## config.mk

```make
export PLATFORM = sky130hd
export DESIGN_NAME = loadExtend
export DESIGN_NICKNAME = d
export VERILOG_FILES = /design/src/memStage_config.svh /design/src/memPkg.sv /design/src/loadExtend.sv
export SDC_FILE = /design/constraint.sdc
export NUM_CORES = 1
export LEC_CHECK = 0
export BUFFER_PORTS_ARGS = -buffer_cell sky130_fd_sc_hd__buf_2
export CAP_MARGIN = 40
export CORE_MARGIN = 2
export CORE_UTILIZATION = 35
export CTS_BUF_LIST = sky130_fd_sc_hd__clkbuf_8
export DETAILED_ROUTE_END_ITERATION = 6
export PLACE_DENSITY_LB_ADDON = 0.3
export SLEW_MARGIN = 20
export SYNTH_ARGS = -nofsm -noshare
export SYNTH_HDL_FRONTEND = slang
export SYNTH_SLANG_ARGS = --single-unit
```

## constraint.sdc

```tcl
create_clock -name clk -period 1.7 [get_ports clk]
set_input_delay 0.085 -clock clk [delete_from_list [all_inputs] [get_ports clk]]
set_output_delay 0.085 -clock clk [all_outputs]
set_load 0.02 [all_outputs]
```

## src/memStage_config.svh

```systemverilog
`ifndef MEM_STAGE_CONFIG_SVH
`define MEM_STAGE_CONFIG_SVH

//////////////////////////////
// Address map
//////////////////////////////

// Data RAM starts at zero
`define MEM_DM_LAST    32'h0000_2fff

// Timer windows of three words each
`define MEM_TC0_FIRST  32'h0000_7f00
`define MEM_TC0_LAST   32'h0000_7f0b
`define MEM_TC1_FIRST  32'h0000_7f10
`define MEM_TC1_LAST   32'h0000_7f1b

// Interrupt word
`define MEM_IRQ_FIRST  32'h0000_7f20
`define MEM_IRQ_LAST   32'h0000_7f23

// Count words are read only
`define MEM_TC0_COUNT  32'h0000_7f08
`define MEM_TC1_COUNT  32'h0000_7f18

//////////////////////////////
// Storage sizes
//////////////////////////////

`define MEM_DM_WORDS   3072
`define MEM_DEV_WORDS  7

`endif

```

## src/memPkg.sv

```systemverilog
package memPkg;

    // Access size in the memory op coding of the pipeline
    typedef enum logic [1:0] {
        sizeWord = 2'b00,
        sizeHalf = 2'b01,
        sizeByte = 2'b10
    } accSize_e;

    // One bus word seen as bytes, halves or whole
    typedef union packed {
        logic [3:0][7:0]  bytes;
        logic [1:0][15:0] halves;
        logic [31:0]      word;
    } memWord_u;

    //////////////////////////////
    // Pipeline side
    //////////////////////////////

    typedef struct packed {
        logic [31:0] addr;
        accSize_e    size;
        logic        isStore;
        logic        isUnsigned;
        logic [31:0] wdata;
        logic        ovf;       // address adder overflowed
    } memReq_s;

    // Checked request with lanes already placed
    typedef struct packed {
        logic [31:0] addr;
        logic [3:0]  byteEn;
        memWord_u    wdata;
        logic        isStore;
        accSize_e    size;
        logic        isUnsigned;
        logic        exc;
    } laneReq_s;

    typedef struct packed {
        logic [31:0] data;
        logic        exc;
        logic        isStore;
    } memResp_s;

    //////////////////////////////
    // AXI4-Lite channels
    //////////////////////////////

    typedef struct packed {
        logic        valid;
        logic [31:0] addr;
    } axiAw_s;

    typedef struct packed {
        logic        valid;
        logic [31:0] data;
        logic [3:0]  strb;
    } axiW_s;

    typedef struct packed {
        logic        valid;
        logic [1:0]  resp;
    } axiB_s;

    typedef struct packed {
        logic        valid;
        logic [31:0] addr;
    } axiAr_s;

    typedef struct packed {
        logic        valid;
        logic [31:0] data;
        logic [1:0]  resp;
    } axiR_s;

endpackage

```

## src/loadExtend.sv

```systemverilog
`timescale 1ns/1ps

module loadExtend (
    input  logic             clk,
    input  logic             rstN,
    input  memPkg::memWord_u raw,
    input  logic [1:0]       rawAddrLo,
    input  memPkg::accSize_e rawSize,
    input  logic             rawUnsigned,
    input  logic             rawStore,
    input  logic             rawExc,
    input  logic             rawValid,
    output logic             rawReady,
    output memPkg::memResp_s resp,
    output logic             respValid,
    input  logic             respReady
);

    memPkg::memResp_s respQ;
    logic [15:0]      halfSel;
    logic [7:0]       byteSel;
    logic [31:0]      loadData;

    assign halfSel = raw.halves[rawAddrLo[1]];
    assign byteSel = raw.bytes[rawAddrLo];

    // Sign or zero extension
    always_comb begin
        unique case (rawSize)
            memPkg::sizeHalf: loadData = {{16{!rawUnsigned && halfSel[15]}}, halfSel};
            memPkg::sizeByte: loadData = {{24{!rawUnsigned && byteSel[7]}}, byteSel};
            default:          loadData = raw.word;
        endcase
        if (rawStore || rawExc) begin
            loadData = '0;
        end
    end

    // Held until the pipeline takes it
    always_ff @(posedge clk or negedge rstN) begin
        if (!rstN) begin
            respValid <= 1'b0;
        end else if (rawValid && rawReady) begin
            respValid <= 1'b1;
        end else if (respReady) begin
            respValid <= 1'b0;
        end
    end

    always_ff @(posedge clk) begin
        if (rawValid && rawReady) begin
            respQ.data    <= loadData;
            respQ.exc     <= rawExc;
            respQ.isStore <= rawStore;
        end
    end

    assign rawReady = !respValid || respReady;
    assign resp     = respQ;

endmodule

```

After elaboration in Yosys (flattened, before gate mapping)
Index checks and enable logic that the tools add are counted.
Word-level totals
  output and inout port bits: 36
  word-level logic and storage cells: 23
  memories kept: 0
  memory bits (writable): 0
  input port bits: 43
  latch bits: 0
  register bits after elaboration: 35
  bits in read-only memories: 0
Cells by class
  mux-type cells: 7
  divide/modulo/power cells: 0
  shift-type cells: 0
  bitwise operators: 0
  order comparisons: 2
  add/subtract/negate cells: 0
  reduce and logical (&&, ||, !) cells: 8
  $mul: 0
  eq/ne operators: 2
Operators with widths (number)
  $pmux W32 S2: 1
  $mux W16: 2
  $bmux W8 S2: 1
  $mux W8: 1
  $logic_and A1 B1 Y1: 3
  $lt A2 B3 Y1 const B: 1
  $eq A2 B1 Y1 const B: 1
  $eq A2 B2 Y1 const B: 1
  $logic_not A1 Y1: 2
  $logic_or A1 B1 Y1: 2
  $lt A1 B2 Y1 const B: 1
  $mux W1: 2
  $reduce_bool A2 Y1: 1

Depth between registers and ports, before layout
Gate-level depths: netlist of the first run.
  word-level depth: 4
  depth in mapped cells: 8
  gate-level depth less buffers: 6

Least setup slack after synthesis of the first run
OpenSTA, ideal clock, no wires.
  kind: register -> register
  start point: register respValid
  end point: register respQ, in the netlist resp[0], enable pin
  path slack: -0.273 ns
  period minus slack after synthesis: 1.973 ns
  arrival: 1.578 ns
  cell stages (with the launch flop): 3
  data required time: 1.306 ns
  buffers on the path: 0
  library setup time: 0.394 ns
  path through: dfrtp_1 nand2b_1 and2_1
On the way
  word-level cells in the longest chain between the ends: 3
Ends and longest elaborated chain
  start: declaration: line loadExtend.sv:15  | output logic respValid,
  start signal: assignment: line loadExtend.sv:42  | respValid <= 1'b0;
  start signal: assignment: line loadExtend.sv:44  | respValid <= 1'b1;
  start signal: assignment: line loadExtend.sv:46  | respValid <= 1'b0;
  $logic_not A1 Y1: line loadExtend.sv:58  | assign rawReady = !respValid || respReady;
  $logic_or A1 B1 Y1: line loadExtend.sv:58
  via rawReady: line loadExtend.sv:13  | output logic rawReady,
  $logic_and A1 B1 Y1: line loadExtend.sv:51  | if (rawValid && rawReady) begin
  end: declaration: line loadExtend.sv:19  | memPkg::memResp_s respQ;
The timed path passes the listed nets, and every way through them passes these cells.
A chain may end at the register's enable or synchronous reset.

Worst setup path after layout of the first run
  start point: input rawStore
  end point: register respQ, in the netlist resp[33] (data pin)
On the way
  word-level cells in the longest chain between the ends: 1
Ends and longest elaborated chain
  start: declaration: line loadExtend.sv:10  | input logic rawStore,
  $logic_or A1 B1 Y1: line loadExtend.sv:34  | if (rawStore || rawExc) begin
No other way between the ends.

==> flow_summary.json, run 1 <==
{
  "status": "completed",
  "dp_hpwl_mm": 3.58,
  "tritoncts": "yes",
  "setup_viol": 0,
  "critPathKind": "input port to register",
  "clk_path_buf_depth": 2,
  "clock_latency_ns": 0.29,
  "yosys.area_share.simple": 0.0318,
  "fin_crit_ns": 1.54,
  "numCtsBuffers": 5,
  "swShare": 0.257,
  "finalSetupTns_ns": 0,
  "die_area_sq_um": 5870,
  "critPathSlowestCell": "dlygate4sd3_1",
  "cts.reportedPaths.clkPinSlew_ns": 0.07,
  "nets": 280,
  "routed-via-count": 1567,
  "max_freq_mhz": 649,
  "antenna_cells": 0,
  "ios": 79,
  "die_h_microns": 76.6,
  "cp-start-kind": "input port",
  "grtUsageTotal": 0.173,
  "synth-seq-cells": 35,
  "h-tree-depth": 2,
  "yosysTopAreaCellShare": 0.553,
  "hold_violations": 0,
  "layout-drive-gt1-share": 0.470,
  "slew_headroom": 0.709,
  "rsz0062_at_grt": "no",
  "total_power_mw": 2.15,
  "p_sw_uw": 554,
  "initial_utilization": 0.362,
  "io_buffers": 78,
  "grt_pass1_wl_mm": 7.74,
  "combPwrFrac": 0.192,
  "ir_worst_vdd_mv": 0.314,
  "syn_to_final_growth_pct": 36.5,
  "worst_pin_slew_ns": 0.435,
  "die_x_microns": 76.6,
  "synth_top_cell_by_area": "edfxtp_1",
  "core_region_area_sq_um": 5110,
  "drv_slew": 0,
  "muxShareOfSynthArea": 0.0495,
  "layout_setup_ws_ns": 0.159,
  "row_count": 26,
  "antenna_found_initial": 0,
  "p_leak_nw": 1.27,
  "seq_power_share": 0.471,
  "synth_compound_area_frac": 0.296,
  "grt-ovfl-total": 0,
  "synth_cell_types": 26,
  "fin_skew_ns": 0.00668,
  "seqCellArea_sq_um": 1050,
  "power_density_nw_per_um2": 855,
  "dp_worst_setup_slack_ns": 0.161,
  "post_drt_via_cell_ratio": 5.12,
  "arrival_ns": 1.70,
  "crit_fanout": 10,
  "syn_inst": 146,
  "finalWeightedCongestion": 0.764,
  "fin_crit_sh": 0.907,
  "cp_cell_sequence": "dlygate4sd3_1, buf_2, or2_2, nor2_2, buf_4, a21o_1",
  "multiInputGateArea_sq_um": 726,
  "syn_nets": 191,
  "syn_avg_cell_area_sq_um": 12.6,
  "max_stage_delay_ns": 0.53,
  "synth_xor_area_frac": 0,
  "drtIter0Drc": 96,
  "grt_pass1_vias": 1538,
  "clockRootBuffer": "clkbuf_8",
  "totalWireLength_mm": 4.80,
  "synthesis.area_sq_um": 1850,
  "first_pass_iters": 4,
  "cts_sinks": 35,
  "yosysSeqAreaShare": 0.566,
  "clkPwrFrac": 0.336,
  "route.detailed.drc": 0,
  "cp_data_required_time_ns": 1.86,
  "drv_cap": 0,
  "synth_area_leaders": "edfxtp_1 (55%), a21o_1 (6.9%), o221a_2 (4.9%), o21ai_0 (4.6%), mux2i_1 (4.3%)",
  "hp-class": "input port to register",
  "grt_start_max_net_pins": 35,
  "ant_nets": 0,
  "post-cts-setup-buffers": 0,
  "synth_top_family_by_area": "compound AO/OA/AOI/OAI gates",
  "wl_per_cell_microns": 15.7,
  "synth_fa_ha_area_frac": 0.0136,
  "fillers": 504,
  "internal_power_mw": 1.60,
  "ys_warn_count": 0,
  "crit_path_end_kind": "register"
}
## through the flow
stage | hold slack (ns) | cell area, sq um | std cells | utilization
floorplan | -0.211 | 1850 | 146 | -
global placement | -0.140 | 2370 | 294 | 0.465
detailed placement | -0.140 | 2380 | 295 | 0.466
CTS | 0.00167 | 2520 | 306 | 0.493
global route | 0.0102 | 2520 | 306 | 0.494
finish | 0.00205 | 2520 | 306 | 0.494
## logic make-up after synthesis
kind of cell	count (synthesis)
AOI/OAI and AO/OA	73
adders and majority gates	2
buffers and inverters	16
DFF	35
muxes	9
and+or+nand+nor	11
## synth_stat cells, drive strengths merged
library cell and number:
a2111oi 1, o221a 8, edfxtp 34, or2 1, nand2b 3, ha 2, clkbuf 6, clkinv 1
dfrtp 1, and2 2, buf 5, nand2 2, o211a 7, inv 4, o21ai 17, mux2i 8
a31oi 1, nor2b 1, o21bai 7, o22ai 7, a21oi 8, nor2 2, mux2 1, a21o 17
## cells in the final DEF (no fill, tap or decap)
cell,count
o22ai_1,7
a21oi_2,1
and2_2,1
a31oi_1,1
o21bai_1,7
clkbuf_8,5
nand2_1,2
buf_12,2
bufinv_16,1
buf_4,10
o211a_1,7
a21o_1,17
or2_2,1
o221a_2,8
nand2b_1,3
o21ai_0,17
dfrtp_1,1
a21oi_1,7
and2_1,1
nor2b_1,1
nor2_1,1
clkinv_1,2
inv_1,4
edfxtp_1,34
mux2i_1,8
dlygate4sd3_1,3
nor2_2,1
buf_2,78
a2111oi_4,1
mux2_2,1
ha_1,2
clkinv_2,1
## final cells by class
cell class | instances | area share
clock buffer | 5 | 0.0273
clock inverter | 3 | 0.0154
inverter | 5 | 0.00744
multi-input combinational | 95 | 0.288
sequential | 35 | 0.415
tap | 70 | 0.0347
timing repair buffer | 93 | 0.212
## path summary, 6_finish.rpt
kind | endpoint | start | slack (ns) | depth (start not counted)
setup / recovery | resp[33] | rawStore | 0.16 | 6
hold / removal | respValid | rawValid | 0.002 | 2
setup reg to reg | resp[14] | respValid | 0.53 | 3
hold reg to reg | respValid | respValid | 0.53 | 2
max in group asynchronous | respValid | rstN | 1.51 | 2
min in group asynchronous | respValid | rstN | 0.11 | 2
## critical path: cells and delay by family
| family | cells | cell delay [ns] |
|---|---|---|
| buf+inv | 3 | 0.89 |
| simple gates | 2 | 0.58 |
| compound gates | 1 | 0.13 |
## registers in the layout, summed over array words and instances (netlist names)
signal and cells:
resp 34, respValid 1
## power by group through the flow
stage                     Clock, mW  Combinational [mW]  Sequential, mW
after detailed placement          0               0.407            1.03
after floorplan                   0               0.170            1.10
after global placement            0               0.403            1.04
after global routing          0.764               0.452            1.02
final                         0.725               0.414            1.02
after CTS                     0.729               0.414            1.02
## per-layer routing
| metal | vias to the layer above | share of wire | track usage |
|---|---|---|---|
| met1 | 737 | 0.45 | 0.225 |
| met4 | 0 | 0.027 | 0.0782 |
| li1 | 757 | - | - |
| met2 | 62 | 0.47 | 0.273 |
| met5 | - | 0 | 0 |
| met3 | 11 | 0.054 | 0.0391 |
## what timing repair did
action                                  in CTS  in global routing
endpoints found under the setup margin       0                 10
hold endpoints to repair                     3                  0
gates resized for setup                      0                  1
hold buffers                                 3                  0
Note: power is estimated with default switching activity, not from simulation.
==> inputs of run 2 (changes only) <==
Settings changed: RECOVER_POWER set to 50.
==> run 2 against run 1 <==
- setup slack better by 0.0077 ns
- sequential share of layout area up 1.0 points
- critical path depth unchanged
- via count up 0.19%
- sequential power about the same
- fmax up 0.50%
- design area down 2.4%
- clock-buffer cell count unchanged
- global-route usage unchanged
- utilization down 1.2 points
- critical endpoint unchanged
- largest cell class unchanged
==> flow_summary.json, run 2 (synthesized netlist as in run 1, its figures left out) <==
{
  "critPathKind": "input port to register",
  "seq_power_share": 0.477,
  "die_h_microns": 76.6,
  "final_common_cell": "buf_2",
  "initial_utilization": 0.362,
  "drv_cap": 0,
  "antenna_cells": 0,
  "antenna_found_initial": 0,
  "reg2reg_to": "resp[11]",
  "hp-class": "input port to register",
  "seqCellArea_sq_um": 1050,
  "grt_pass1_wl_mm": 7.74,
  "grt_pass1_vias": 1538,
  "internal_power_mw": 1.58,
  "grt_start_max_net_pins": 35,
  "fillers": 527,
  "cp-start-kind": "input port",
  "crit_fanout": 10,
  "slew_headroom": 0.694,
  "grt-ovfl-total": 0,
  "wl_per_cell_microns": 15.7,
  "dp_hpwl_mm": 3.58,
  "row_count": 26,
  "rsz0062_at_grt": "no",
  "numCtsBuffers": 5,
  "fin_skew_ns": 0.00658,
  "fin_crit_sh": 0.902,
  "ir_worst_vdd_mv": 0.313,
  "worst_pin_slew_ns": 0.459,
  "reg2reg_setup_slack_ns": 0.29,
  "die_x_microns": 76.6,
  "post_drt_via_cell_ratio": 5.13,
  "clkPwrFrac": 0.339,
  "multiInputGateArea_sq_um": 726,
  "clockRootBuffer": "clkbuf_8",
  "p_sw_uw": 554,
  "max_freq_mhz": 652,
  "routed-via-count": 1570,
  "layout-drive-gt1-share": 0.309,
  "drv_slew": 0,
  "syn_to_final_growth_pct": 33.3,
  "route.detailed.drc": 0,
  "ant_nets": 0,
  "crit_path_end_kind": "register",
  "first_pass_iters": 4,
  "nets": 280,
  "dpl_cell_area_sq_um": 2380,
  "combPwrFrac": 0.185,
  "drtIter0Drc": 82,
  "h-tree-depth": 2,
  "finalSetupTns_ns": 0,
  "totalWireLength_mm": 4.82,
  "rr_worst_depth": 3,
  "layout_common_cells": "buf_2 (40), clkbuf_1 (38), edfxtp_1 (34)",
  "finalWeightedCongestion": 0.764,
  "cts_sinks": 35,
  "clk_path_buf_depth": 2,
  "status": "completed",
  "worstHoldPathCells": 2,
  "power_density_nw_per_um2": 868,
  "arrival_ns": 1.69,
  "core_region_area_sq_um": 5110,
  "io_buffers": 78,
  "hold_violations": 0,
  "timing.rr.start": "respValid",
  "cp_data_required_time_ns": 1.86,
  "largest_reg_flops": 34,
  "p_leak_nw": 1.15,
  "swShare": 0.259,
  "ios": 79,
  "final_area_sq_um": 2460,
  "fin_crit_ns": 1.53,
  "die_area_sq_um": 5870,
  "hold_end": "respValid",
  "tritoncts": "yes",
  "grtUsageTotal": 0.173,
  "cts.reportedPaths.clkPinSlew_ns": 0.07,
  "setup_viol": 0,
  "hold_path_startpoint": "rawValid",
  "clock_latency_ns": 0.29
}
-- run 2: changes by cell type in the layout (fill, tap and decap cells not counted) --
cell | before | now
clkbuf_1 | 0 | 38
buf_2 | 78 | 40
buf_12 | 2 | 1
clkbuf_4 | 0 | 1
-- run 2: area by class of cell --
| cell class | instances | area share |
|---|---|---|
| sequential | 35 | 0.425 |
| tap | 70 | 0.0356 |
| timing repair buffer | 93 | 0.193 |
| clock inverter | 3 | 0.0158 |
| clock buffer | 5 | 0.0280 |
| inverter | 5 | 0.00763 |
| multi-input combinational | 95 | 0.295 |
-- run 2: through the flow --
step / instances / hold slack, ns / power, mW / utilization / setup slack, ns
detailed placement: 295 / -0.140 / 1.44 / 0.466 / 0.161
global placement: 294 / -0.140 / 1.44 / 0.465 / 0.0153
finish: 306 / 0.00417 / 2.14 / 0.482 / 0.166
global route: 306 / 0.0102 / 2.22 / 0.482 / 0.0722
floorplan: 146 / -0.211 / 1.27 / - / 0.0763
CTS: 306 / 0.00167 / 2.16 / 0.493 / 0.0165
-- run 2: critical path: stages --
cell	delay (ns)
dlygate4sd3_1	0.54
clkbuf_1	0.11
or2_2	0.34
nor2_2	0.25
buf_4	0.23
a21o_1	0.13
-- run 2: repair_timing --
action,4_1_cts,5_1_grt
hold buffers,3,0
hold endpoints to repair,3,0
setup endpoints to repair,0,10
setup buffers,0,0
gates resized for setup,0,1
-- run 2: power groups by stage --
stage,clock (mW),combinational [mW],sequential [mW]
detailed placement,0,0.407,1.03
global placement,0,0.403,1.04
finish,0.723,0.395,1.02
global route,0.764,0.433,1.02
CTS,0.729,0.414,1.02
floorplan,0,0.170,1.10
-- run 2: worst max path at each step --
stage	slack (ns)	end	startpoint
floorplan	0.08	resp[0]	respValid
global placement	0.02	resp[26]	rawSize[0]
detailed placement	0.16	resp[22]	rawSize[0]
CTS	0.02	resp[33]	rawStore
global route	0.07	resp[33]	rawStore
finish	0.17	resp[33]	rawStore
-- run 2: per-layer routing --
layer	global-route usage	up-vias	routed length (microns)
li1	-	757	-
met1	0.225	741	2140
met2	0.273	61	2270
met3	0.0391	11	277
met4	0.0782	0	129
met5	0	-	0
