[config.mk]
export PLATFORM = sky130hd
export DESIGN_NAME = axiLiteMaster
export DESIGN_NICKNAME = d
export VERILOG_FILES = /design/src/memStage_config.svh /design/src/memPkg.sv /design/src/axiLiteMaster.sv
export SDC_FILE = /design/constraint.sdc
export NUM_CORES = 1
export LEC_CHECK = 0
export ABC_AREA = 1
export BUFFER_PORTS_ARGS = -buffer_cell sky130_fd_sc_hd__buf_2
export CAP_MARGIN = 15
export CORE_AREA = 2 2 103 105
export CTS_CLUSTER_DIAMETER = 150
export CTS_CLUSTER_SIZE = 8
export DETAILED_ROUTE_END_ITERATION = 16
export DIE_AREA = 0 0 105 107
export PLACE_DENSITY = 0.62
export SYNTH_ARGS = -nofsm -noshare
export SYNTH_HDL_FRONTEND = slang
export SYNTH_SLANG_ARGS = --single-unit
[constraint.sdc]
create_clock -name clk -period 1.3 [get_ports clk]
set_input_delay 0.26 -clock clk [delete_from_list [all_inputs] [get_ports clk]]
set_output_delay 0.26 -clock clk [all_outputs]
set_load 0.1 [all_outputs]
[src/memStage_config.svh]
`ifndef MEM_STAGE_CONFIG_SVH
`define MEM_STAGE_CONFIG_SVH

//////////////////////////////
// Address map
//////////////////////////////

// Data RAM starts at zero
`define MEM_DM_LAST    32'h0000_2fff

// Timer windows of three words each
`define MEM_TC0_FIRST  32'h0000_7f00
`define MEM_TC0_LAST   32'h0000_7f0b
`define MEM_TC1_FIRST  32'h0000_7f10
`define MEM_TC1_LAST   32'h0000_7f1b

// Interrupt word
`define MEM_IRQ_FIRST  32'h0000_7f20
`define MEM_IRQ_LAST   32'h0000_7f23

// Count words are read only
`define MEM_TC0_COUNT  32'h0000_7f08
`define MEM_TC1_COUNT  32'h0000_7f18

//////////////////////////////
// Storage sizes
//////////////////////////////

`define MEM_DM_WORDS   3072
`define MEM_DEV_WORDS  7

`endif

[src/memPkg.sv]
package memPkg;

    // Access size in the memory op coding of the pipeline
    typedef enum logic [1:0] {
        sizeWord = 2'b00,
        sizeHalf = 2'b01,
        sizeByte = 2'b10
    } accSize_e;

    // One bus word seen as bytes, halves or whole
    typedef union packed {
        logic [3:0][7:0]  bytes;
        logic [1:0][15:0] halves;
        logic [31:0]      word;
    } memWord_u;

    //////////////////////////////
    // Pipeline side
    //////////////////////////////

    typedef struct packed {
        logic [31:0] addr;
        accSize_e    size;
        logic        isStore;
        logic        isUnsigned;
        logic [31:0] wdata;
        logic        ovf;       // address adder overflowed
    } memReq_s;

    // Checked request with lanes already placed
    typedef struct packed {
        logic [31:0] addr;
        logic [3:0]  byteEn;
        memWord_u    wdata;
        logic        isStore;
        accSize_e    size;
        logic        isUnsigned;
        logic        exc;
    } laneReq_s;

    typedef struct packed {
        logic [31:0] data;
        logic        exc;
        logic        isStore;
    } memResp_s;

    //////////////////////////////
    // AXI4-Lite channels
    //////////////////////////////

    typedef struct packed {
        logic        valid;
        logic [31:0] addr;
    } axiAw_s;

    typedef struct packed {
        logic        valid;
        logic [31:0] data;
        logic [3:0]  strb;
    } axiW_s;

    typedef struct packed {
        logic        valid;
        logic [1:0]  resp;
    } axiB_s;

    typedef struct packed {
        logic        valid;
        logic [31:0] addr;
    } axiAr_s;

    typedef struct packed {
        logic        valid;
        logic [31:0] data;
        logic [1:0]  resp;
    } axiR_s;

endpackage

[src/axiLiteMaster.sv]
`timescale 1ns/1ps

module axiLiteMaster (
    input  logic             clk,
    input  logic             rstN,
    input  memPkg::laneReq_s lane,
    input  logic             laneValid,
    output logic             laneReady,
    output memPkg::axiAw_s   aw,
    input  logic             awReady,
    output memPkg::axiW_s    w,
    input  logic             wReady,
    input  memPkg::axiB_s    b,
    output logic             bReady,
    output memPkg::axiAr_s   ar,
    input  logic             arReady,
    input  memPkg::axiR_s    r,
    output logic             rReady,
    output memPkg::memWord_u raw,
    output logic [1:0]       rawAddrLo,
    output memPkg::accSize_e rawSize,
    output logic             rawUnsigned,
    output logic             rawStore,
    output logic             rawExc,
    output logic             rawValid,
    input  logic             rawReady
);

    typedef enum logic [2:0] {
        stIdle,
        stWrAddr,
        stWaitB,
        stRdAddr,
        stWaitR,
        stDone
    } state_e;

    state_e           state;
    logic             awSent;
    logic             wSent;
    logic             awDone;
    logic             wDone;
    memPkg::memWord_u rawWord;

    // Each of AW and W drops once its own handshake is seen
    assign awDone = awSent || (aw.valid && awReady);
    assign wDone  = wSent || (w.valid && wReady);

    //////////////////////////////
    // Transaction FSM
    //////////////////////////////

    always_ff @(posedge clk or negedge rstN) begin
        if (!rstN) begin
            state  <= stIdle;
            awSent <= 1'b0;
            wSent  <= 1'b0;
        end else begin
            unique case (state)
                stIdle: begin
                    awSent <= 1'b0;
                    wSent  <= 1'b0;
                    if (laneValid) begin
                        if (lane.exc) begin
                            state <= stDone;
                        end else if (lane.isStore) begin
                            state <= stWrAddr;
                        end else begin
                            state <= stRdAddr;
                        end
                    end
                end
                stWrAddr: begin
                    awSent <= awDone;
                    wSent  <= wDone;
                    if (awDone && wDone) begin
                        state <= stWaitB;
                    end
                end
                stWaitB:  if (b.valid) state <= stDone;
                stRdAddr: if (arReady) state <= stWaitR;
                stWaitR:  if (r.valid) state <= stDone;
                stDone:   if (rawReady) state <= stIdle;
                default:  state <= stIdle;
            endcase
        end
    end

    // Read word; stores and refused accesses report zero
    always_ff @(posedge clk) begin
        if (state == stIdle && laneValid && lane.exc) begin
            rawWord.word <= '0;
        end else if (state == stWaitB && b.valid) begin
            rawWord.word <= '0;
        end else if (state == stWaitR && r.valid) begin
            rawWord.word <= r.data;
        end
    end

    //////////////////////////////
    // Bus and downstream outputs
    //////////////////////////////

    assign aw.valid = (state == stWrAddr) && !awSent;
    assign aw.addr  = lane.addr;
    assign w.valid  = (state == stWrAddr) && !wSent;
    assign w.data   = lane.wdata.word;
    assign w.strb   = lane.byteEn;
    assign bReady   = state == stWaitB;
    assign ar.valid = state == stRdAddr;
    assign ar.addr  = lane.addr;
    assign rReady   = state == stWaitR;

    // Lane register stays full until the result moves on
    assign laneReady   = (state == stDone) && rawReady;
    assign rawValid    = state == stDone;
    assign raw         = rawWord;
    assign rawAddrLo   = lane.addr[1:0];
    assign rawSize     = lane.size;
    assign rawUnsigned = lane.isUnsigned;
    assign rawStore    = lane.isStore;
    assign rawExc      = lane.exc;

endmodule

# After elaboration in Yosys (flattened, before gate mapping)

Cells that the tools add are included.
W data, S select, Z words.

Register bits after elaboration: 37
Latch bits: 0
RAM bits: 0
ROM bits: 0
Input bits: 118
Output and inout bits: 146
Logic and storage cells: 44
Memories: 0

Add/subtract/negate cells: 0
Multipliers: 0
Div/mod/pow operators: 0
Order comparisons: 0
Eq/ne operators: 11
Shift-type cells: 0
Muxes and demuxes: 11
Bitwise operators: 0
Reduce and logical (&&, ||, !) cells: 18

Operators by type and width:

| cell                 | number |
|---|---|
| $mux W3              | 7 |
| $pmux W3 S6          | 1 |
| $logic_and A1 B1 Y1  | 10 |
| $ne A2 B2 Y1 const B | 4 |
| $eq A3 B2 Y1 const B | 2 |
| $eq A3 B3 Y1 const B | 2 |
| $reduce_and A6 Y1    | 1 |
| $ne A2 B1 Y1 const B | 2 |
| $pmux W1 S2          | 2 |
| $eq A3 B1 Y1 const B | 1 |
| $logic_not A3 Y1     | 1 |
| $logic_not A1 Y1     | 2 |
| $logic_or A1 B1 Y1   | 2 |
| $mux W2              | 1 |
| $reduce_bool A2 Y1   | 1 |
| $reduce_or A2 Y1     | 1 |

# Depth between registers and ports, before layout

Gate-level depths: netlist (run 1).

Depth after elaboration: 7
Mapped depth: 10
Mapped depth without buffers: 9

# Worst setup path before layout (run 1)

Ideal clock, no wire load.

Kind: register -> output
From: register state[1]
To: output port w[36] (netlist bit)
Arrival: 2.071 ns
Required time: 1.040 ns
Slack: -1.031 ns
Cell stages (with the launch flop): 5
Buffers on the path: 1
Cells stage by stage: dfrtp_1 buf_6 nor2_1 nand2_1 nor2_1

RTL lines:

| item                   | RTL line            | text |
|---|---|---|
| from (decl)            | axiLiteMaster.sv:38 | `state_e state;` |
| from (signal assigned) | axiLiteMaster.sv:55 | `state <= stIdle;` |
| from (signal assigned) | axiLiteMaster.sv:65 | `state <= stDone;` |
| from (signal assigned) | axiLiteMaster.sv:67 | `state <= stWrAddr;` |
| to (decl)              | axiLiteMaster.sv:11 | `output memPkg::axiW_s w,` |

==> results.py, run 1 <==
metrics = {
    "critical_path": {
        "critPathKind": "reg -> out",
        "worst_setup_path_end_kind": "primary output",
        "path_max_fanout": 4,
        "reg2regPathDepth": 10,
        "worst_setup_path_start_kind": "flop",
        "cp_data_arrival_time_ns": 1.39,
        "worstPathRequired_ns": 1.04,
    },
    "synthesis": {
        "postSynthAreaPerCell_um2": 8.03,
        "yosys-top-cells-area": "buf_4, dfxtp_1, nand2_1, a21oi_2, dfrtp_1",
        "yosysSeqAreaShare": 0.304,
        "netlist_area_um2": 2520,
        "yosys.area.top_type": "buf_4",
        "netlist_instances": 314,
        "synth_top_area_frac": 0.324,
        "yosys_warnings": 0,
        "ys_ff_latch": 37,
        "synthesis.nets": 432,
        "ys_types": 22,
    },
    "routing": {
        "antenna_left": 0,
        "firstDrtPassIters": 4,
        "wirelength_um": 5950,
        "vias": 1837,
        "viasPerCell": 4.01,
        "drt_iter0_drc": 49,
        "drc": 0,
        "wl_per_cell_um": 13.0,
    },
    "floorplanning": {
        "fp.dieH_um": 107,
        "die-area_um2": 11200,
        "core-area_um2": 10100,
        "ios": 264,
        "die_w_um": 105,
        "start_util": 0.250,
        "row_count": 37,
    },
    "power_and_ir_drop": {
        "ir_drop_mv": 1.01,
        "power_density_nw_per_um2": 3140,
        "p_leak_nw": 1.55,
    },
    "sta": {
        "relSlewSlack": 0.850,
        "fin_crit_ns": 1.65,
        "whs_ns": 0.217,
        "final_hold_viol_count": 0,
        "tightestPinTransition_ns": 0.224,
        "finalSetupViolCount": 39,
        "rsz0062_at_grt": "yes",
        "finalWorstSetupSlack_ns": -0.349,
        "fmax_ghz": 0.606,
        "final_max_slew_viol_count": 0,
        "fin_skew_ns": 0.00385,
        "finalCritPeriodShare": 1.27,
        "fin_setup_tns_ns": -9.38,
    },
    "final_layout": {
        "synthToLayoutAreaGrowth_pct": 47.0,
        "insertedDiodeCount": 0,
        "regArea_um2": 769,
        "fillers": 1048,
        "nNetsFinal": 440,
        "instances_no_fill": 458,
        "multi_input_area_um2": 1070,
        "drive_above_1_share": 0.699,
    },
    "min_path": {
        "hold_depth": 3,
        "hold_path.class": "in -> reg",
    },
    "outcome": {
        "violations": "negative setup slack",
        "status": "finished with violations",
    },
    "cts": {
        "ctsHtreeMaxLevel": 2,
        "numCtsBuffers": 5,
        "cts.sinks": 37,
        "clock_latency_ns": 0.28,
        "cts.path.max_buffers": 2,
        "cts-root-buf": "clkbuf_8",
        "cts_tree": "yes",
        "cts.reportedPaths.clkPinSlew_ns": 0.07,
    },
    "global_routing": {
        "grt_pass1_wl_um": 9010,
        "grt_max_degree": 17,
        "grt_pass1_vias": 1864,
        "antenna_found_initial": 0,
        "grt-ovfl-total": 0,
        "grt.total_usage": 0.102,
    },
    "placement": {
        "dp.cells": 433,
        "port-buffer-count": 83,
        "gp_congestion": 0.797,
        "hpwl_um": 4110,
    },
    "run": {
        "cap_violations": 0,
    },
}
cells by family (layout without fill, tap and decap cells):
group,Yosys count,count (layout),synth area share
AND/OR/NAND/NOR,107,107,0.198
buffers and inverters,133,141,0.391
flip-flops,37,37,0.304
AO/OA/AOI/OAI,37,37,0.107
final cells by class:
class | instances | area share
tap | 136 | 0.0459
multi-input combinational | 144 | 0.288
timing repair buffer | 120 | 0.414
sequential | 37 | 0.208
clock buffer | 7 | 0.0233
inverter | 14 | 0.0219
path summary, 6_finish.rpt:
check	startpoint	end	slack [ns]
min in group asynchronous	rstN	wSent$_DFFE_PN0P_	0.30
setup reg to reg	state[1]$_DFFE_PN0P_	raw[2]$_SDFFE_PP0P_	-0.25
setup / recovery	state[1]$_DFFE_PN0P_	aw[32]	-0.35
hold / removal	awReady	awSent$_DFFE_PN0P_	0.22
max in group asynchronous	rstN	state[2]$_DFFE_PN0P_	0.86
hold reg to reg	raw[30]$_SDFFE_PP0P_	raw[30]$_SDFFE_PP0P_	0.50
stage by stage:
stage / worst slack [ns] / power, mW / cell area (um2) / util
finish: -0.349 / 11.6 / 3710 / 0.367
global route: -0.414 / 12.2 / 3710 / 0.367
CTS: -0.376 / 11.1 / 3410 / 0.338
detailed placement: -0.194 / 9.80 / 3090 / 0.306
global placement: -0.166 / 9.69 / 3090 / 0.306
floorplan: -0.233 / 8.52 / 2600 / -
cell usage in the layout, fill, tap and decap left out, types with 2 or more instances in the layout:
master and n:
inv_2 2, dfrtp_1 2, nor2_1 3, inv_1 7, nor2_8 2, a21oi_2 25, nand2_2 29, buf_4 12
a21oi_1 10, clkbuf_16 2, dfxtp_1 32, nand3_1 3, nor2_4 7, buf_2 42, dfrtp_2 3, buf_12 47
inv_8 3, nand4_1 3, buf_6 12, nand2_4 22, buf_16 3, nand3_2 3, clkbuf_8 6, nand2_1 32
synth_stat cells:
cell type  instances
o21a_1             1
buf_6              9
a21oi_1           13
dfxtp_1           32
nand2_1           78
nor3_4             1
nor2_8             2
nand3_2            2
inv_2              5
nand3b_1           1
inv_1              9
buf_8              1
nand3_1            5
nand4_1            3
nand2_2            4
buf_4            109
dfrtp_1            5
nor2_1             8
nor2_2             2
a21oi_2           22
o21ai_0            1
nand2_4            1
what timing repair did:
action	in CTS	in global routing
pin swaps	8	25
gates resized for setup	17	83
cloned	3	2
endpoints found under the hold margin	5	0
endpoints found under the setup margin	43	42
hold buffers	1	0
setup buffers	10	6
registers in the layout, indices dropped and copies added (netlist names):
name    cells
wSent       1
raw        32
awSent      1
state       3
where the power goes:
group / internal [mW] / switching (mW) / leakage, nW
clock network: 0.421 / 0.402 / 0.0443
logic: 3.41 / 5.11 / 1.18
registers: 1.62 / 0.665 / 0.323
critical path: stages, from the launching register on:
cell and delay (ns):
dfrtp_2 0.44, buf_6 0.14, nor2_4 0.11, nand2_4 0.08
nor2_4 0.14, buf_12 0.18
per-layer routing:
metal,global-route usage,up-vias,share of wire
li1,-,886,-
met1,0.111,857,0.38
met2,0.175,59,0.53
met3,0.0322,35,0.063
met4,0.0600,0,0.028
met5,0,-,0
No activity file was read; power rests on OpenSTA's default activity.
==> run 2: changes to the inputs <==
- CORE_AREA: 2 2 103 105 -> 2 2 104 106
- DIE_AREA: 0 0 105 107 -> 0 0 106 108
- PLACE_DENSITY: 0.62 -> 0.59
- clock period: 1.3 -> 1.99 ns (I/O delays scaled with it)
==> run 2 against run 1 <==
  * The flow now finishes without violations
  * Critical path depth fell by 1
  * Clock power is 16% lower
  * Non-clock buffer count shrank 32
  * Final cell count down 6.8%
  * Hold slack better by 0.14 ns
  * Sequential power shrank 44%
  * Worst setup slack better by 0.46 ns
  * Count of clock-buffer cells in the layout down 1
  * Combinational power fell by 56%
  * Power is 51% lower
  * Largest cell class is now multi-input gates
  * Highest routed layer unchanged
==> results.py, run 2 (synthesis results as in run 1) <==
metrics = {
    "outcome": {
        "status": "complete, no violations",
    },
    "routing": {
        "vias": 1677,
        "drt_iter0_drc": 60,
        "antenna_left": 0,
        "viasPerCell": 3.93,
        "wirelength_um": 4950,
        "firstDrtPassIters": 4,
        "drc": 0,
        "wl_per_cell_um": 11.6,
    },
    "power_and_ir_drop": {
        "power_frac_comb": 0.655,
        "power_density_nw_per_um2": 2330,
        "p_int_mw": 2.25,
        "swShare": 0.608,
        "p_seq_frac": 0.224,
        "clockPowerShare": 0.121,
        "power.total_mw": 5.74,
        "p_leak_nw": 1.15,
        "p_sw_mw": 3.49,
        "ir_drop_mv": 0.886,
    },
    "final_layout": {
        "fillers": 1165,
        "layout_common_cells": "nand2_1, buf_2, dfxtp_1, a21oi_2, a21oi_1",
        "multi_input_area_um2": 779,
        "nNetsFinal": 408,
        "instances_no_fill": 427,
        "insertedDiodeCount": 0,
        "largest_reg_flops": 32,
        "drive_above_1_share": 0.485,
        "regArea_um2": 769,
        "layout_commonest_cell": "nand2_1",
        "synthToLayoutAreaGrowth_pct": -2.33,
    },
    "global_routing": {
        "antenna_found_initial": 0,
        "grt.total_usage": 0.0868,
        "grt-ovfl-total": 0,
        "grt_max_degree": 33,
        "grt_pass1_wl_um": 7890,
        "grt_pass1_vias": 1647,
    },
    "placement": {
        "dp.cells": 418,
        "port-buffer-count": 83,
        "gp_congestion": 0.752,
        "hpwl_um": 3660,
    },
    "critical_path": {
        "path_max_fanout": 8,
        "slowest_delay_ns": 0.50,
        "cp_data_arrival_time_ns": 1.48,
        "worst_setup_path_end_kind": "primary output",
        "worst_setup_path_start_kind": "flop",
        "worstPathRequired_ns": 1.59,
        "cpMostUsedCell": "nor2_2",
        "crit_chain": "nor2_2 -> nand2_1 -> nor2_2 -> buf_12",
        "critPathKind": "reg -> out",
        "cp_num_buf_inv": 1,
        "slowest_stage": "dfrtp_2",
        "critical_path.top_delay_family": "flip-flops",
    },
    "min_path": {
        "hold_path.class": "in -> reg",
    },
    "floorplanning": {
        "fp.dieH_um": 108,
        "start_util": 0.247,
        "row_count": 37,
        "die-area_um2": 11400,
        "ios": 264,
        "core-area_um2": 10200,
        "die_w_um": 106,
    },
    "sta": {
        "final_hold_viol_count": 0,
        "tightestPinTransition_ns": 0.611,
        "fin_crit_ns": 1.88,
        "fin_setup_tns_ns": 0,
        "relSlewSlack": 0.592,
        "fin_skew_ns": 0.00438,
        "rsz0062_at_grt": "yes",
        "final_max_slew_viol_count": 0,
        "finalCritPeriodShare": 0.945,
        "fmax_ghz": 0.532,
        "finalSetupViolCount": 0,
    },
    "cts": {
        "cts_tree": "yes",
        "cts-root-buf": "clkbuf_8",
        "cts.sinks": 37,
        "cts.path.max_buffers": 2,
        "cts.reportedPaths.clkPinSlew_ns": 0.08,
        "numCtsBuffers": 5,
        "clock_latency_ns": 0.28,
        "ctsHtreeMaxLevel": 2,
    },
    "run": {
        "cap_violations": 0,
    },
}
[run 2: cell count changes in the layout (fill, tap and decap cells not counted), sizes merged]
cell / previous run / this run
buf: 117 / 87
bufinv: 0 / 1
clkbuf: 9 / 6
clkinvlp: 1 / 0
inv: 13 / 15
[run 2: final cells by class]
| type | instances | area share |
|---|---|---|
| Clock inverter | 2 | 0.0147 |
| Sequential cell | 37 | 0.312 |
| Tap cell | 136 | 0.0691 |
| Inverter | 14 | 0.0213 |
| Multi-Input combinational cell | 144 | 0.316 |
| Timing Repair Buffer | 88 | 0.233 |
| Clock buffer | 6 | 0.0335 |
[run 2: worst reg2reg max path, delay by kind of cell, from the launching register on]
family,cells,cell delay (ns)
AND/OR/NAND/NOR,4,0.57
flip-flops,1,0.52
buffers and inverters,1,0.30
AO/OA/AOI/OAI,1,0.15
[run 2: timing repair]
action	4_1_cts	5_1_grt
buffers inserted	0	0
endpoints found under the setup margin	2	4
hold buffers	1	0
gates cloned	0	0
resized for setup	1	3
hold endpoints to repair	5	0
[run 2: per-layer routing]
metal,GRT usage,vias to the layer above,part of all wire
li1,-,819,-
met1,0.0989,740,0.41
met5,0,-,0
met2,0.139,88,0.46
met4,0.0686,0,0.047
met3,0.0217,30,0.082
[run 2: path summary, 6_finish.rpt]
| path | start | end | slack [ns] | depth (start not counted) |
|---|---|---|---|---|
| min in group asynchronous | rstN | awSent$_DFFE_PN0P_ | 0.45 | 2 |
| max in group asynchronous | rstN | state[2]$_DFFE_PN0P_ | 1.39 | 2 |
| hold reg to reg | raw[29]$_SDFFE_PP0P_ | raw[29]$_SDFFE_PP0P_ | 0.46 | 2 |
| setup reg to reg | state[0]$_DFFE_PN0P_ | raw[31]$_SDFFE_PP0P_ | 0.39 | 6 |
| setup / recovery | state[2]$_DFFE_PN0P_ | aw[32] | 0.11 | 4 |
| hold / removal | r[2] | raw[0]$_SDFFE_PP0P_ | 0.36 | 3 |
[run 2: power groups by stage]
stage | Clock (mW) | Combinational, mW | Sequential (mW)
after floorplan | 0 | 2.42 | 3.03
final | 0.692 | 3.76 | 1.29
after detailed placement | 0 | 3.78 | 1.29
after global routing | 0.783 | 3.95 | 1.33
after global placement | 0 | 3.75 | 1.28
after CTS | 0.748 | 3.79 | 1.28
[run 2: through the flow]
step | utilization | cell area, um2 | setup WS, ns | hold WS, ns
floorplan | - | 2530 | -0.0415 | 0.102
global placement | 0.228 | 2330 | 0.289 | 0.221
detailed placement | 0.228 | 2330 | 0.264 | 0.223
CTS | 0.240 | 2460 | 0.00770 | 0.341
global route | 0.241 | 2460 | -0.0188 | 0.345
finish | 0.241 | 2460 | 0.109 | 0.362
