===== config.mk =====
export PLATFORM = sky130hd
export DESIGN_NAME = accessCheck
export DESIGN_NICKNAME = d
export VERILOG_FILES = /design/src/memPkg.sv /design/src/accessCheck.sv
export VERILOG_INCLUDE_DIRS = /design/src
export SDC_FILE = /design/constraint.sdc
export NUM_CORES = 1
export LEC_CHECK = 0
export BUFFER_PORTS_ARGS = -buffer_cell sky130_fd_sc_hd__buf_2
export CORE_UTILIZATION = 30
export CTS_CLUSTER_DIAMETER = 60
export DETAILED_ROUTE_END_ITERATION = 10
export SKIP_CTS_REPAIR_TIMING = 1
export SLEW_MARGIN = 20
export SYNTH_ARGS = -nofsm -noshare
export SYNTH_HDL_FRONTEND = slang
export SYNTH_SLANG_ARGS = --single-unit

===== constraint.sdc =====
create_clock -name clk -period 11.5 [get_ports clk]
set_input_delay 2.3 -clock clk [delete_from_list [all_inputs] [get_ports clk]]
set_output_delay 2.3 -clock clk [all_outputs]
set_load 0.005 [all_outputs]

===== src/memStage_config.svh =====
`ifndef MEM_STAGE_CONFIG_SVH
`define MEM_STAGE_CONFIG_SVH

//////////////////////////////
// Address map
//////////////////////////////

// Data RAM starts at zero
`define MEM_DM_LAST    32'h0000_2fff

// Timer windows of three words each
`define MEM_TC0_FIRST  32'h0000_7f00
`define MEM_TC0_LAST   32'h0000_7f0b
`define MEM_TC1_FIRST  32'h0000_7f10
`define MEM_TC1_LAST   32'h0000_7f1b

// Interrupt word
`define MEM_IRQ_FIRST  32'h0000_7f20
`define MEM_IRQ_LAST   32'h0000_7f23

// Count words are read only
`define MEM_TC0_COUNT  32'h0000_7f08
`define MEM_TC1_COUNT  32'h0000_7f18

//////////////////////////////
// Storage sizes
//////////////////////////////

`define MEM_DM_WORDS   3072
`define MEM_DEV_WORDS  7

`endif


===== src/memPkg.sv =====
package memPkg;

    // Access size in the memory op coding of the pipeline
    typedef enum logic [1:0] {
        sizeWord = 2'b00,
        sizeHalf = 2'b01,
        sizeByte = 2'b10
    } accSize_e;

    // One bus word seen as bytes, halves or whole
    typedef union packed {
        logic [3:0][7:0]  bytes;
        logic [1:0][15:0] halves;
        logic [31:0]      word;
    } memWord_u;

    //////////////////////////////
    // Pipeline side
    //////////////////////////////

    typedef struct packed {
        logic [31:0] addr;
        accSize_e    size;
        logic        isStore;
        logic        isUnsigned;
        logic [31:0] wdata;
        logic        ovf;       // address adder overflowed
    } memReq_s;

    // Checked request with lanes already placed
    typedef struct packed {
        logic [31:0] addr;
        logic [3:0]  byteEn;
        memWord_u    wdata;
        logic        isStore;
        accSize_e    size;
        logic        isUnsigned;
        logic        exc;
    } laneReq_s;

    typedef struct packed {
        logic [31:0] data;
        logic        exc;
        logic        isStore;
    } memResp_s;

    //////////////////////////////
    // AXI4-Lite channels
    //////////////////////////////

    typedef struct packed {
        logic        valid;
        logic [31:0] addr;
    } axiAw_s;

    typedef struct packed {
        logic        valid;
        logic [31:0] data;
        logic [3:0]  strb;
    } axiW_s;

    typedef struct packed {
        logic        valid;
        logic [1:0]  resp;
    } axiB_s;

    typedef struct packed {
        logic        valid;
        logic [31:0] addr;
    } axiAr_s;

    typedef struct packed {
        logic        valid;
        logic [31:0] data;
        logic [1:0]  resp;
    } axiR_s;

endpackage


===== src/accessCheck.sv =====
`timescale 1ns/1ps
`include "memStage_config.svh"

module accessCheck (
    input  logic             clk,
    input  logic             rstN,
    input  memPkg::memReq_s  req,
    input  logic             reqValid,
    output logic             reqReady,
    output memPkg::laneReq_s lane,
    output logic             laneValid,
    input  logic             laneReady
);

    memPkg::laneReq_s laneQ;
    memPkg::laneReq_s laneNext;
    memPkg::memWord_u placed;
    logic             full;
    logic [3:0]       byteEn;
    logic             inDm;
    logic             inTc0;
    logic             inTc1;
    logic             inIrq;
    logic             isCount;
    logic             misaligned;
    logic             exc;

    //////////////////////////////
    // Byte enables and lane placement
    //////////////////////////////

    always_comb begin
        byteEn      = 4'b0000;
        placed.word = '0;
        unique case (req.size)
            memPkg::sizeWord: begin
                byteEn      = 4'b1111;
                placed.word = req.wdata;
            end
            memPkg::sizeHalf: begin
                byteEn                    = req.addr[1] ? 4'b1100 : 4'b0011;
                placed.halves[req.addr[1]] = req.wdata[15:0];
            end
            memPkg::sizeByte: begin
                byteEn                       = 4'b0001 << req.addr[1:0];
                placed.bytes[req.addr[1:0]] = req.wdata[7:0];
            end
            default: ;
        endcase
    end

    //////////////////////////////
    // Address map check
    //////////////////////////////

    assign inDm  = req.addr <= `MEM_DM_LAST;
    assign inTc0 = (req.addr >= `MEM_TC0_FIRST) && (req.addr <= `MEM_TC0_LAST);
    assign inTc1 = (req.addr >= `MEM_TC1_FIRST) && (req.addr <= `MEM_TC1_LAST);
    assign inIrq = (req.addr >= `MEM_IRQ_FIRST) && (req.addr <= `MEM_IRQ_LAST);

    // Any byte inside a count word
    assign isCount = (req.addr[31:2] == `MEM_TC0_COUNT >> 2) ||
                     (req.addr[31:2] == `MEM_TC1_COUNT >> 2);

    assign misaligned = ((req.size == memPkg::sizeWord) && (req.addr[1:0] != 2'b00)) ||
                        ((req.size == memPkg::sizeHalf) && req.addr[0]);

    assign exc = misaligned
               || ((req.size != memPkg::sizeWord) && (inTc0 || inTc1))
               || req.ovf
               || (req.isStore && isCount)
               || !(inDm || inTc0 || inTc1 || inIrq);

    always_comb begin
        laneNext.addr       = req.addr;
        laneNext.byteEn     = byteEn;
        laneNext.wdata      = placed;
        laneNext.isStore    = req.isStore;
        laneNext.size       = req.size;
        laneNext.isUnsigned = req.isUnsigned;
        laneNext.exc        = exc;
    end

    // Single entry holding register
    always_ff @(posedge clk or negedge rstN) begin
        if (!rstN) begin
            full <= 1'b0;
        end else if (reqValid && reqReady) begin
            full <= 1'b1;
        end else if (laneValid && laneReady) begin
            full <= 1'b0;
        end
    end

    always_ff @(posedge clk) begin
        if (reqValid && reqReady) begin
            laneQ <= laneNext;
        end
    end

    assign reqReady  = !full;
    assign laneValid = full;
    assign lane      = laneQ;

endmodule


* Word-level counts from Yosys, hierarchy flattened
Index checks and enable logic that the tools add are counted. W data, S select, Z words.
Word-level totals: bits in registers 74, bits of input ports 73, output and inout port bits 75, logic and storage cells 62
Operators by class: magnitude comparators 11, equality and inequality tests 4, shift-type cells 1, muxes and demuxes 9, bitwise operators 2, reductions and logical operators 27
Operator list (number):
- $ge A32 B15 Y1 const B | 3
- $le A32 B15 Y1 const B | 3
- $pmux W32 S3 | 1
- $and A32 B32 Y32 | 2
- $eq A30 B13 Y1 const B | 2
- $le A32 B14 Y1 const B | 1
- $demux W16 S1 | 1
- $demux W8 S2 | 1
- $mux W16 | 1
- $pmux W4 S3 | 1
- $logic_and A1 B1 Y1 | 11
- $logic_or A1 B1 Y1 | 10
- $mux W8 | 1
- $reduce_bool A2 Y1 | 3
- $mux W4 | 1
- $shl A1 B2 Y4 const A | 1
- $lt A2 B3 Y1 const B | 1
- $eq A2 B1 Y1 const B | 1
- $eq A2 B2 Y1 const B | 1
- $ge A2 B1 Y1 const B | 1
- $logic_not A1 Y1 | 2
- $logic_not A2 Y1 | 1
- $lt A1 B2 Y1 const B | 1
- $mux W1 | 2
- $ge A1 B1 Y1 const B | 1

* Logic depth before layout (Yosys ltp)
Gate-level depths: netlist of run 1.
depth in word-level cells 8, mapped depth 6, gate-level depth less buffers 4

* Worst setup path before layout of run 1
OpenSTA, ideal clock, no wires.
kind input port to flip-flop, from input port reqValid, to register laneQ, in the netlist lane[0] (enable), library setup time 514 ps, arrival 5521 ps, required time 10986 ps, slack 5465 ps, cell stages on the path 1, cell sequence nor2b_1
Between the ends: word-level cells in the longest chain between the ends 1
RTL lines:
- from (decl) | RTL line accessCheck.sv:8 | input logic reqValid,
- $logic_and A1 B1 Y1 | RTL line accessCheck.sv:96 | if (reqValid && reqReady) begin
- to (signal assigned) | RTL line accessCheck.sv:97 | laneQ <= laneNext;
- to (decl) | RTL line accessCheck.sv:15 | memPkg::laneReq_s laneQ;
Every way passes these cells. A chain may end at the register's enable or synchronous reset.

* Worst setup path after layout of run 1
from input port req[36] in the netlist's numbering, to register laneQ, in the netlist lane[0] (data pin)
Between the ends: word-level cells in the longest chain between the ends 7
RTL lines:
- from (decl) | RTL line accessCheck.sv:7 | input memPkg::memReq_s req,
- $eq A2 B1 Y1 or $logic_not A2 Y1 (tied branches) | RTL line accessCheck.sv:66, accessCheck.sv:65
- $logic_and A1 B1 Y1, on equally long branches | RTL line accessCheck.sv:66, accessCheck.sv:65
- $logic_or A1 B1 Y1 | RTL line accessCheck.sv:65 | assign misaligned = ((req.size == memPkg::sizeWord) && (req.addr[1:0] != 2'b00)) ||
- $logic_or A1 B1 Y1 (*) | RTL line accessCheck.sv:69 | || ((req.size != memPkg::sizeWord) && (inTc0 || inTc1))
- $logic_or A1 B1 Y1 (*) | RTL line accessCheck.sv:70 | || req.ovf
- $logic_or A1 B1 Y1 (*) | RTL line accessCheck.sv:71 | || (req.isStore && isCount)
- $logic_or A1 B1 Y1 (*) | RTL line accessCheck.sv:72 | || !(inDm || inTc0 || inTc1 || inIrq);
- named net exc | RTL line accessCheck.sv:26 | logic exc;
Mark *: on every way through the listed nets, which the timed path passes. The rest lies on a longest branch.

==> impl_metrics.yaml, run 1 <==
outcome:
  status: "complete, no violations"
routing:
  drt-initial-drc-count: 115
  ant_nets: 0
  wl_met3_um: 374
  avgViaCountPerCell: 4.76
  drc: 0
  top_layer: "met4"
  routedWlPerCell_um: 16.6
  met1_length_mm: 2.83
  vias: 2031
  totalWireLength_mm: 7.07
  firstDrtPassIters: 5
  wl_met2_mm: 3.68
logic_synthesis:
  syn-cell-area_sq_um: 2800
  ys_ff_latch: 74
  synth_top_area_share: 0.782
  syn_nets: 234
  synth_cell_types: 32
  avgSynthCellArea_sq_um: 17.4
  synthTopCellsByArea: "edfxtp_1 (78%), a22o_1 (5.0%), a222oi_1 (2.9%)"
  syn_inst: 161
  ys_seq_area_frac: 0.791
  yosys.area.top_type: "edfxtp_1"
  ys_warn_count: 0
die:
  initial_core_util: 0.315
  fp-row-count: 34
  die_w_um: 98.7
  core_area_sq_um: 8890
  ios: 148
  die_area_sq_um: 9730
  die_h_um: 98.7
grt:
  grt_max_degree: 75
  grt_pass1_vias: 1991
  antenna_found_initial: 0
  grt_pass1_wl_mm: 10.3
  grt_usage: 0.143
  overflow: 0
worst_setup_path:
  worstPathRequired_ps: 11590
  crit_type: "input port to flip-flop"
  worst_ep_arrival_time_ps: 3760
  critPathCaptureType: "flip-flop"
  reg2reg_to: "lane[68]"
  r2r_setup_slack_ps: 9830
  reg2regPathDepth: 2
  start_kind: "input port"
  reg2reg_from: "laneValid"
  crit_fanout: 19
layout:
  drive_gt1_frac: 0.527
  final_core_util: 0.433
  fin_cells: 427
  nets: 387
  area_growth_pct: 37.5
  diodes: 0
cts:
  cts_buffer_depth: 2
  numClockSinks: 74
  clockRootBuffer: "clkbuf_8"
  cts.clk_slew.worst_paths_ps: 70
  cts-htree-levels: 3
  clock_latency_ps: 340
  cts_buffers: 9
  tritoncts: "built"
timing:
  setup_violations: 0
  maxSlewViolCount: 0
  rsz0062_at_grt: "no"
  hold_violations: 0
  layout_worst_path_cycle_share: 0.319
  fin_skew_ps: 9.45
  max_freq_mhz: 273
  slew_headroom: 0.364
  final.min_clock_period_ps: 3670
  fin_hold_ws_ps: 608
  worstMarginPinSlew_ps: 954
  fin_setup_tns_ps: 0
  fin_ws_ps: 7830
power:
  p_leak_nw: 1.65
  vdd_drop_max_mv: 0.0521
  p_per_area_nw_per_um2: 153
worst_hold_path:
  min_from: "laneValid"
  hold_end: "laneValid"
  holdCritPathClass: "flip-flop to flip-flop"
  hold_path_depth: 2
placement:
  place_inst: 411
  routabilityCongestion: 0.808
  place_hpwl_mm: 5.15
  dpl_worst_slack_ps: 7470
  portBuffers: 147
flow_run:
  cap_violations: 0
-- flip-flops by register name, summed over array words and instances (netlist names) --
register   cells
lane          73
laneValid      1
-- logic make-up (layout without fill, tap and decap cells) --
logic type	count (synthesis)	in the layout	share of synthesized area
AND/OR/NAND/NOR	32	32	0.0737
buffers and inverters	17	175	0.0250
AO/OA/AOI/OAI	38	38	0.110
flip-flops	74	74	0.791
-- synth_stat cells, drive strengths merged --
cell type  number
or4b            1
nand3           1
o21a            2
or2             2
o22ai           1
nor2b           2
nor2            4
nand4           1
and2            8
nor4            3
or4             1
a211o           2
edfxtp         73
and3b           1
clkbuf          1
o21ai           4
a22o           16
nor3            2
and3            2
o21bai          1
buf             5
a21oi           3
dfrtp           1
a222oi          8
a21o            1
nand4b          1
nand2           3
inv            11
-- metrics by stage --
step                      area [sq um]  total power, W
final                             3850        0.000590
after CTS                         3850        0.000599
after floorplan                   2800        0.000360
after detailed placement          3660        0.000401
after global routing              3850        0.000617
after global placement            3660        0.000399
-- worst max-delay path by stage --
stage,from,end
5_1_grt,req[36],lane[0]
3_5_place_dp,req[36],lane[0]
2_1_floorplan,reqValid,lane[0]
6_report,req[36],lane[0]
4_1_cts,req[36],lane[0]
3_3_place_gp,req[36],lane[0]
-- worst max-delay path, cell delays in order --
cell and delay (ps):
buf_2 160, nor2_2 670, and3b_1 270, o21ai_1 70
a211o_1 290
-- layout make-up --
type | instances | area (sq um)
clock inverter | 7 | 70.1
sequential | 74 | 2220
fill | 847 | 5040
clock buffer | 9 | 124
multi-input combinational | 70 | 523
tap | 108 | 135
inverter | 11 | 41.3
timing repair buffer | 148 | 743
-- where the power goes --
group	switching [W]	internal, W
combinational	0.0000372	0.0000292
clock	0.0000964	0.0000997
sequential	0.00000497	0.000322
-- per-layer routing --
layer  vias up  GRT usage
li1        955          -
met1       975      0.160
met2        86      0.251
met3        15     0.0369
met4         0     0.0792
met5         -          0
-- layout by cell type, fill, tap and decap left out, types with 2 or more instances in the layout --
cell type | Yosys | final
a211o_1 | 2 | 2
nand2_1 | 3 | 3
inv_1 | 10 | 10
o21a_1 | 2 | 2
nor3_1 | 2 | 2
buf_2 | 5 | 147
clkinv_4 | 0 | 2
clkbuf_8 | 0 | 9
a21oi_1 | 3 | 3
clkinv_2 | 0 | 3
edfxtp_1 | 73 | 73
o21ai_0 | 3 | 3
or2_1 | 2 | 2
a222oi_1 | 8 | 8
and2_1 | 8 | 8
and3_1 | 2 | 2
a22o_1 | 16 | 16
nor4_1 | 2 | 2
nor2_1 | 3 | 3
No activity file was read; power rests on OpenSTA's default activity.
==> run 2: changes to the inputs <==
clock period = 3.45 ns   (was 11.5 ns; I/O delays follow)
==> run 2 against run 1 <==
  * Clock skew shrank 1.1 ps
  * Utilization grew 0.48 points
  * Die area is the same
  * Routed wire length shrank 3.1%
  * Register-to-register slack lost 8200 ps
  * Clock power grew to 3.7 times the previous value
  * Global-route usage is essentially flat
  * Highest routed layer unchanged
==> impl_metrics.yaml, run 2 (same netlist as run 1, synthesis figures left out) <==
timing:
  fin_hold_ws_ps: 111
  fin_setup_tns_ps: 0
  fin_ws_ps: 1660
  final.min_clock_period_ps: 1790
  hold_violations: 0
  setup_violations: 0
  layout_worst_path_cycle_share: 0.519
  rsz0062_at_grt: "no"
  worstMarginPinSlew_ps: 842
  max_freq_mhz: 558
  maxSlewViolCount: 0
  fin_skew_ps: 8.38
  slew_headroom: 0.439
grt:
  grt_pass1_wl_mm: 10.2
  use_met3: 0.0525
  grt_max_degree: 49
  antenna_found_initial: 0
  overflow: 0
  met2_usage: 0.230
  grt_pass1_vias: 1929
  busiest_layer: "met2"
  grt_usage: 0.144
  grtUsageMet1: 0.170
routing:
  drt-initial-drc-count: 106
  ant_nets: 0
  vias: 2020
  drc: 0
  firstDrtPassIters: 5
  totalWireLength_mm: 6.85
  routedWlPerCell_um: 16.0
  avgViaCountPerCell: 4.72
worst_setup_path:
  crit_type: "input port to flip-flop"
  critPathCaptureType: "flip-flop"
  crit_fanout: 2
  start_kind: "input port"
  worst_ep_arrival_time_ps: 1890
  worstPathRequired_ps: 3550
cts:
  tritoncts: "built"
  cts.clk_slew.worst_paths_ps: 70
  clockRootBuffer: "clkbuf_8"
  numClockSinks: 74
  cts_buffers: 9
  cts-htree-levels: 3
  cts_buffer_depth: 2
  clock_latency_ps: 340
layout:
  largest_reg_flops: 73
  drive_gt1_frac: 0.525
  area_growth_pct: 39.0
  nFillCells: 822
  fin_cells: 428
  final_cell_mix: "buf_2 (147), edfxtp_1 (73), a22o_1 (16)"
  diodes: 0
  nets: 388
  layout_commonest_cell: "buf_2"
die:
  ios: 148
  die_w_um: 98.7
  die_h_um: 98.7
  die_area_sq_um: 9730
  core_area_sq_um: 8890
  initial_core_util: 0.315
  fp-row-count: 34
placement:
  dpl_worst_slack_ps: 1290
  routabilityCongestion: 0.788
  place_hpwl_mm: 4.98
  portBuffers: 147
  place_inst: 412
power:
  p_per_area_nw_per_um2: 524
  p_switching_w: 0.000462
  power.total_w: 0.00204
  pwr-share-seq: 0.534
  p_int_w: 0.00158
  p_comb_frac: 0.111
  switching_share: 0.226
  vdd_drop_max_mv: 0.204
  p_leak_nw: 1.67
  power_frac_clock: 0.356
flow_run:
  cap_violations: 0
worst_hold_path:
  holdCritPathClass: "input port to asynchronous set/reset pin"
outcome:
  status: "complete, no violations"
-- run 2: cell types whose count changed in the layout (fill, tap and decap cells not counted), sizes merged --
| cell | previous run | this run |
|---|---|---|
| clkinv | 5 | 2 |
| buf | 148 | 149 |
| bufinv | 1 | 2 |
| clkinvlp | 1 | 2 |
| inv | 11 | 12 |
-- run 2: worst paths after layout --
path	slack [ps]	end	cells past startpoint	startpoint
max	1660	lane[0]	5	req[53]
min	110	laneValid	1	rstN
max reg2reg	1680	lane[63]	2	laneValid
min reg2reg	610	laneValid	2	laneValid
max in group asynchronous	3260	laneValid	1	rstN
min in group clk	510	laneValid	2	laneReady
-- run 2: critical path, cell delays in order --
cell and delay [ps]:
buf_2 110, or4_1 550, nor3_1 170, o21ai_0 110, a211o_1 260
-- run 2: per-layer routing --
layer | routed length, um | share of wire
met5 | 0 | 0
met4 | 193 | 0.028
met3 | 464 | 0.068
met1 | 2730 | 0.40
met2 | 3460 | 0.50
-- run 2: through the flow --
stage	util	area [sq um]
after floorplan	-	2810
after global placement	0.414	3680
after detailed placement	0.414	3680
after CTS	0.438	3900
after global routing	0.438	3900
final	0.438	3900
-- run 2: final cells by class --
cell class                      count  area, sq um  share of cell area
Timing Repair Buffer              149          763               0.196
Inverter                           11         41.3              0.0106
Clock inverter                      7         92.6              0.0238
Clock buffer                        9          124              0.0318
Tap cell                          108          135              0.0347
Sequential cell                    74         2220               0.569
Multi-Input combinational cell     70          523               0.134
-- run 2: power groups by stage --
| stage | Sequential [W] | Combinational (W) | Clock [W] |
|---|---|---|---|
| global route | 0.00110 | 0.000248 | 0.000787 |
| floorplan | 0.00112 | 0.0000720 | 0 |
| CTS | 0.00109 | 0.000230 | 0.000746 |
| finish | 0.00109 | 0.000226 | 0.000727 |
| global placement | 0.00111 | 0.000225 | 0 |
| detailed placement | 0.00111 | 0.000230 | 0 |
==> run 3: changes to the inputs <==
clock period = 1.5 ns   (was 3.45 ns; I/O delays follow)
==> run 3 against run 2 <==
  * Utilization increased by 1.3 points
  * Sequential cell count unchanged
  * Setup slack worse by 1600 ps
==> impl_metrics.yaml, run 3 (same netlist as run 1, synthesis figures left out) <==
outcome:
  status: "complete, no violations"
cts:
  cts_buffer_depth: 2
  cts-htree-levels: 3
  numClockSinks: 74
  clockRootBuffer: "clkbuf_8"
  clock_latency_ps: 350
  tritoncts: "built"
  cts_buffers: 9
  cts.clk_slew.worst_paths_ps: 80
grt:
  busiest_layer: "met2"
  grt_pass1_wl_mm: 10.9
  grt_max_degree: 43
  met2_usage: 0.265
  grt_usage: 0.154
  antenna_found_initial: 1
  overflow: 0
  grt_pass1_vias: 2104
  use_met3: 0.0319
  grtUsageMet1: 0.175
layout:
  largest_reg_flops: 73
  multi_input_area_sq_um: 523
  nFillCells: 818
  drive_gt1_frac: 0.541
  area_growth_pct: 43.1
  final_cell_mix: "buf_2 (147), edfxtp_1 (73), a22o_1 (16)"
  fin_cells: 442
  register_area_sq_um: 2220
  nets: 401
  layout_commonest_cell: "buf_2"
worst_setup_path:
  worstPathRequired_ps: 1600
  crit_fanout: 2
  start_kind: "input port"
  crit_type: "input port to flip-flop"
  critPathCaptureType: "flip-flop"
  worst_ep_arrival_time_ps: 1500
die:
  initial_core_util: 0.315
  die_h_um: 98.7
  die_area_sq_um: 9730
  core_area_sq_um: 8890
  ios: 148
  fp-row-count: 34
  die_w_um: 98.7
timing:
  setup_violations: 0
  fin_skew_ps: 10.9
  layout_worst_path_cycle_share: 0.936
  fin_hold_ws_ps: 126
  worstMarginPinSlew_ps: 791
  final.min_clock_period_ps: 1400
  maxSlewViolCount: 0
  max_freq_mhz: 712
  fin_ws_ps: 95.9
  rsz0062_at_grt: "no"
  slew_headroom: 0.473
  hold_violations: 0
placement:
  dpl_worst_slack_ps: -275
  portBuffers: 147
  place_hpwl_mm: 5.25
  place_inst: 424
  routabilityCongestion: 0.786
power:
  p_leak_nw: 1.73
  p_per_area_nw_per_um2: 1190
  vdd_drop_max_mv: 0.499
routing:
  drt-initial-drc-count: 155
  routedWlPerCell_um: 16.6
  drc: 0
  ant_nets: 0
  avgViaCountPerCell: 4.83
  firstDrtPassIters: 7
  vias: 2137
  totalWireLength_mm: 7.32
flow_run:
  cap_violations: 0
worst_hold_path:
  holdCritPathClass: "input port to flip-flop"
run 3: cell types whose count changed in the layout (fill, tap and decap cells not counted):
cell	change
o21ai_0	-1
buf_4	+11
dlygate4sd3_1	+1
o21ai_1	+1
buf_12	+1
diode_2	+1
run 3: path summary, 6_finish.rpt:
kind / start / to / slack [ps] / cells past startpoint
worst max-delay path: req[53] / lane[0] / 100 / 5
max in group asynchronous: rstN / laneValid / 1150 / 2
worst min-delay path: laneReady / laneValid / 130 / 2
worst max register to register: laneValid / lane[39] / 310 / 2
min in group asynchronous: rstN / laneValid / 260 / 2
worst min register to register: laneValid / laneValid / 620 / 2
run 3: stage by stage:
| stage | setup TNS [ps] | util | total power [W] | area (sq um) |
|---|---|---|---|---|
| 6_report | 0 | 0.451 | 0.00476 | 4010 |
| 5_1_grt | 0 | 0.451 | 0.00495 | 4010 |
| 2_1_floorplan | -33020 | - | 0.00275 | 2810 |
| 4_1_cts | 0 | 0.450 | 0.00482 | 4000 |
| 3_5_place_dp | -1630 | 0.425 | 0.00312 | 3780 |
| 3_3_place_gp | -875 | 0.425 | 0.00310 | 3780 |
run 3: per-layer routing:
layer	share of wire	vias to the layer above
li1	-	984
met1	0.42	1042
met2	0.50	93
met3	0.042	18
met4	0.033	0
met5	0	-
run 3: layout make-up:
| type | count | share of cell area |
|---|---|---|
| clock inverter | 7 | 0.0231 |
| timing repair buffer | 162 | 0.218 |
| antenna | 1 | 0.000624 |
| clock buffer | 9 | 0.0309 |
| tap | 108 | 0.0337 |
| inverter | 11 | 0.0103 |
| multi-input combinational | 70 | 0.130 |
| sequential | 74 | 0.553 |
run 3: power breakdown:
part	switching, W	internal [W]	total [W]
Clock	0.000765	0.000934	0.00170
Combinational	0.000295	0.000265	0.000560
Sequential	0.0000386	0.00247	0.00251
run 3: critical path: stages:
cell	delay [ps]
buf_2	110
or4_1	540
nor3_1	200
o21ai_1	90
a211o_1	260
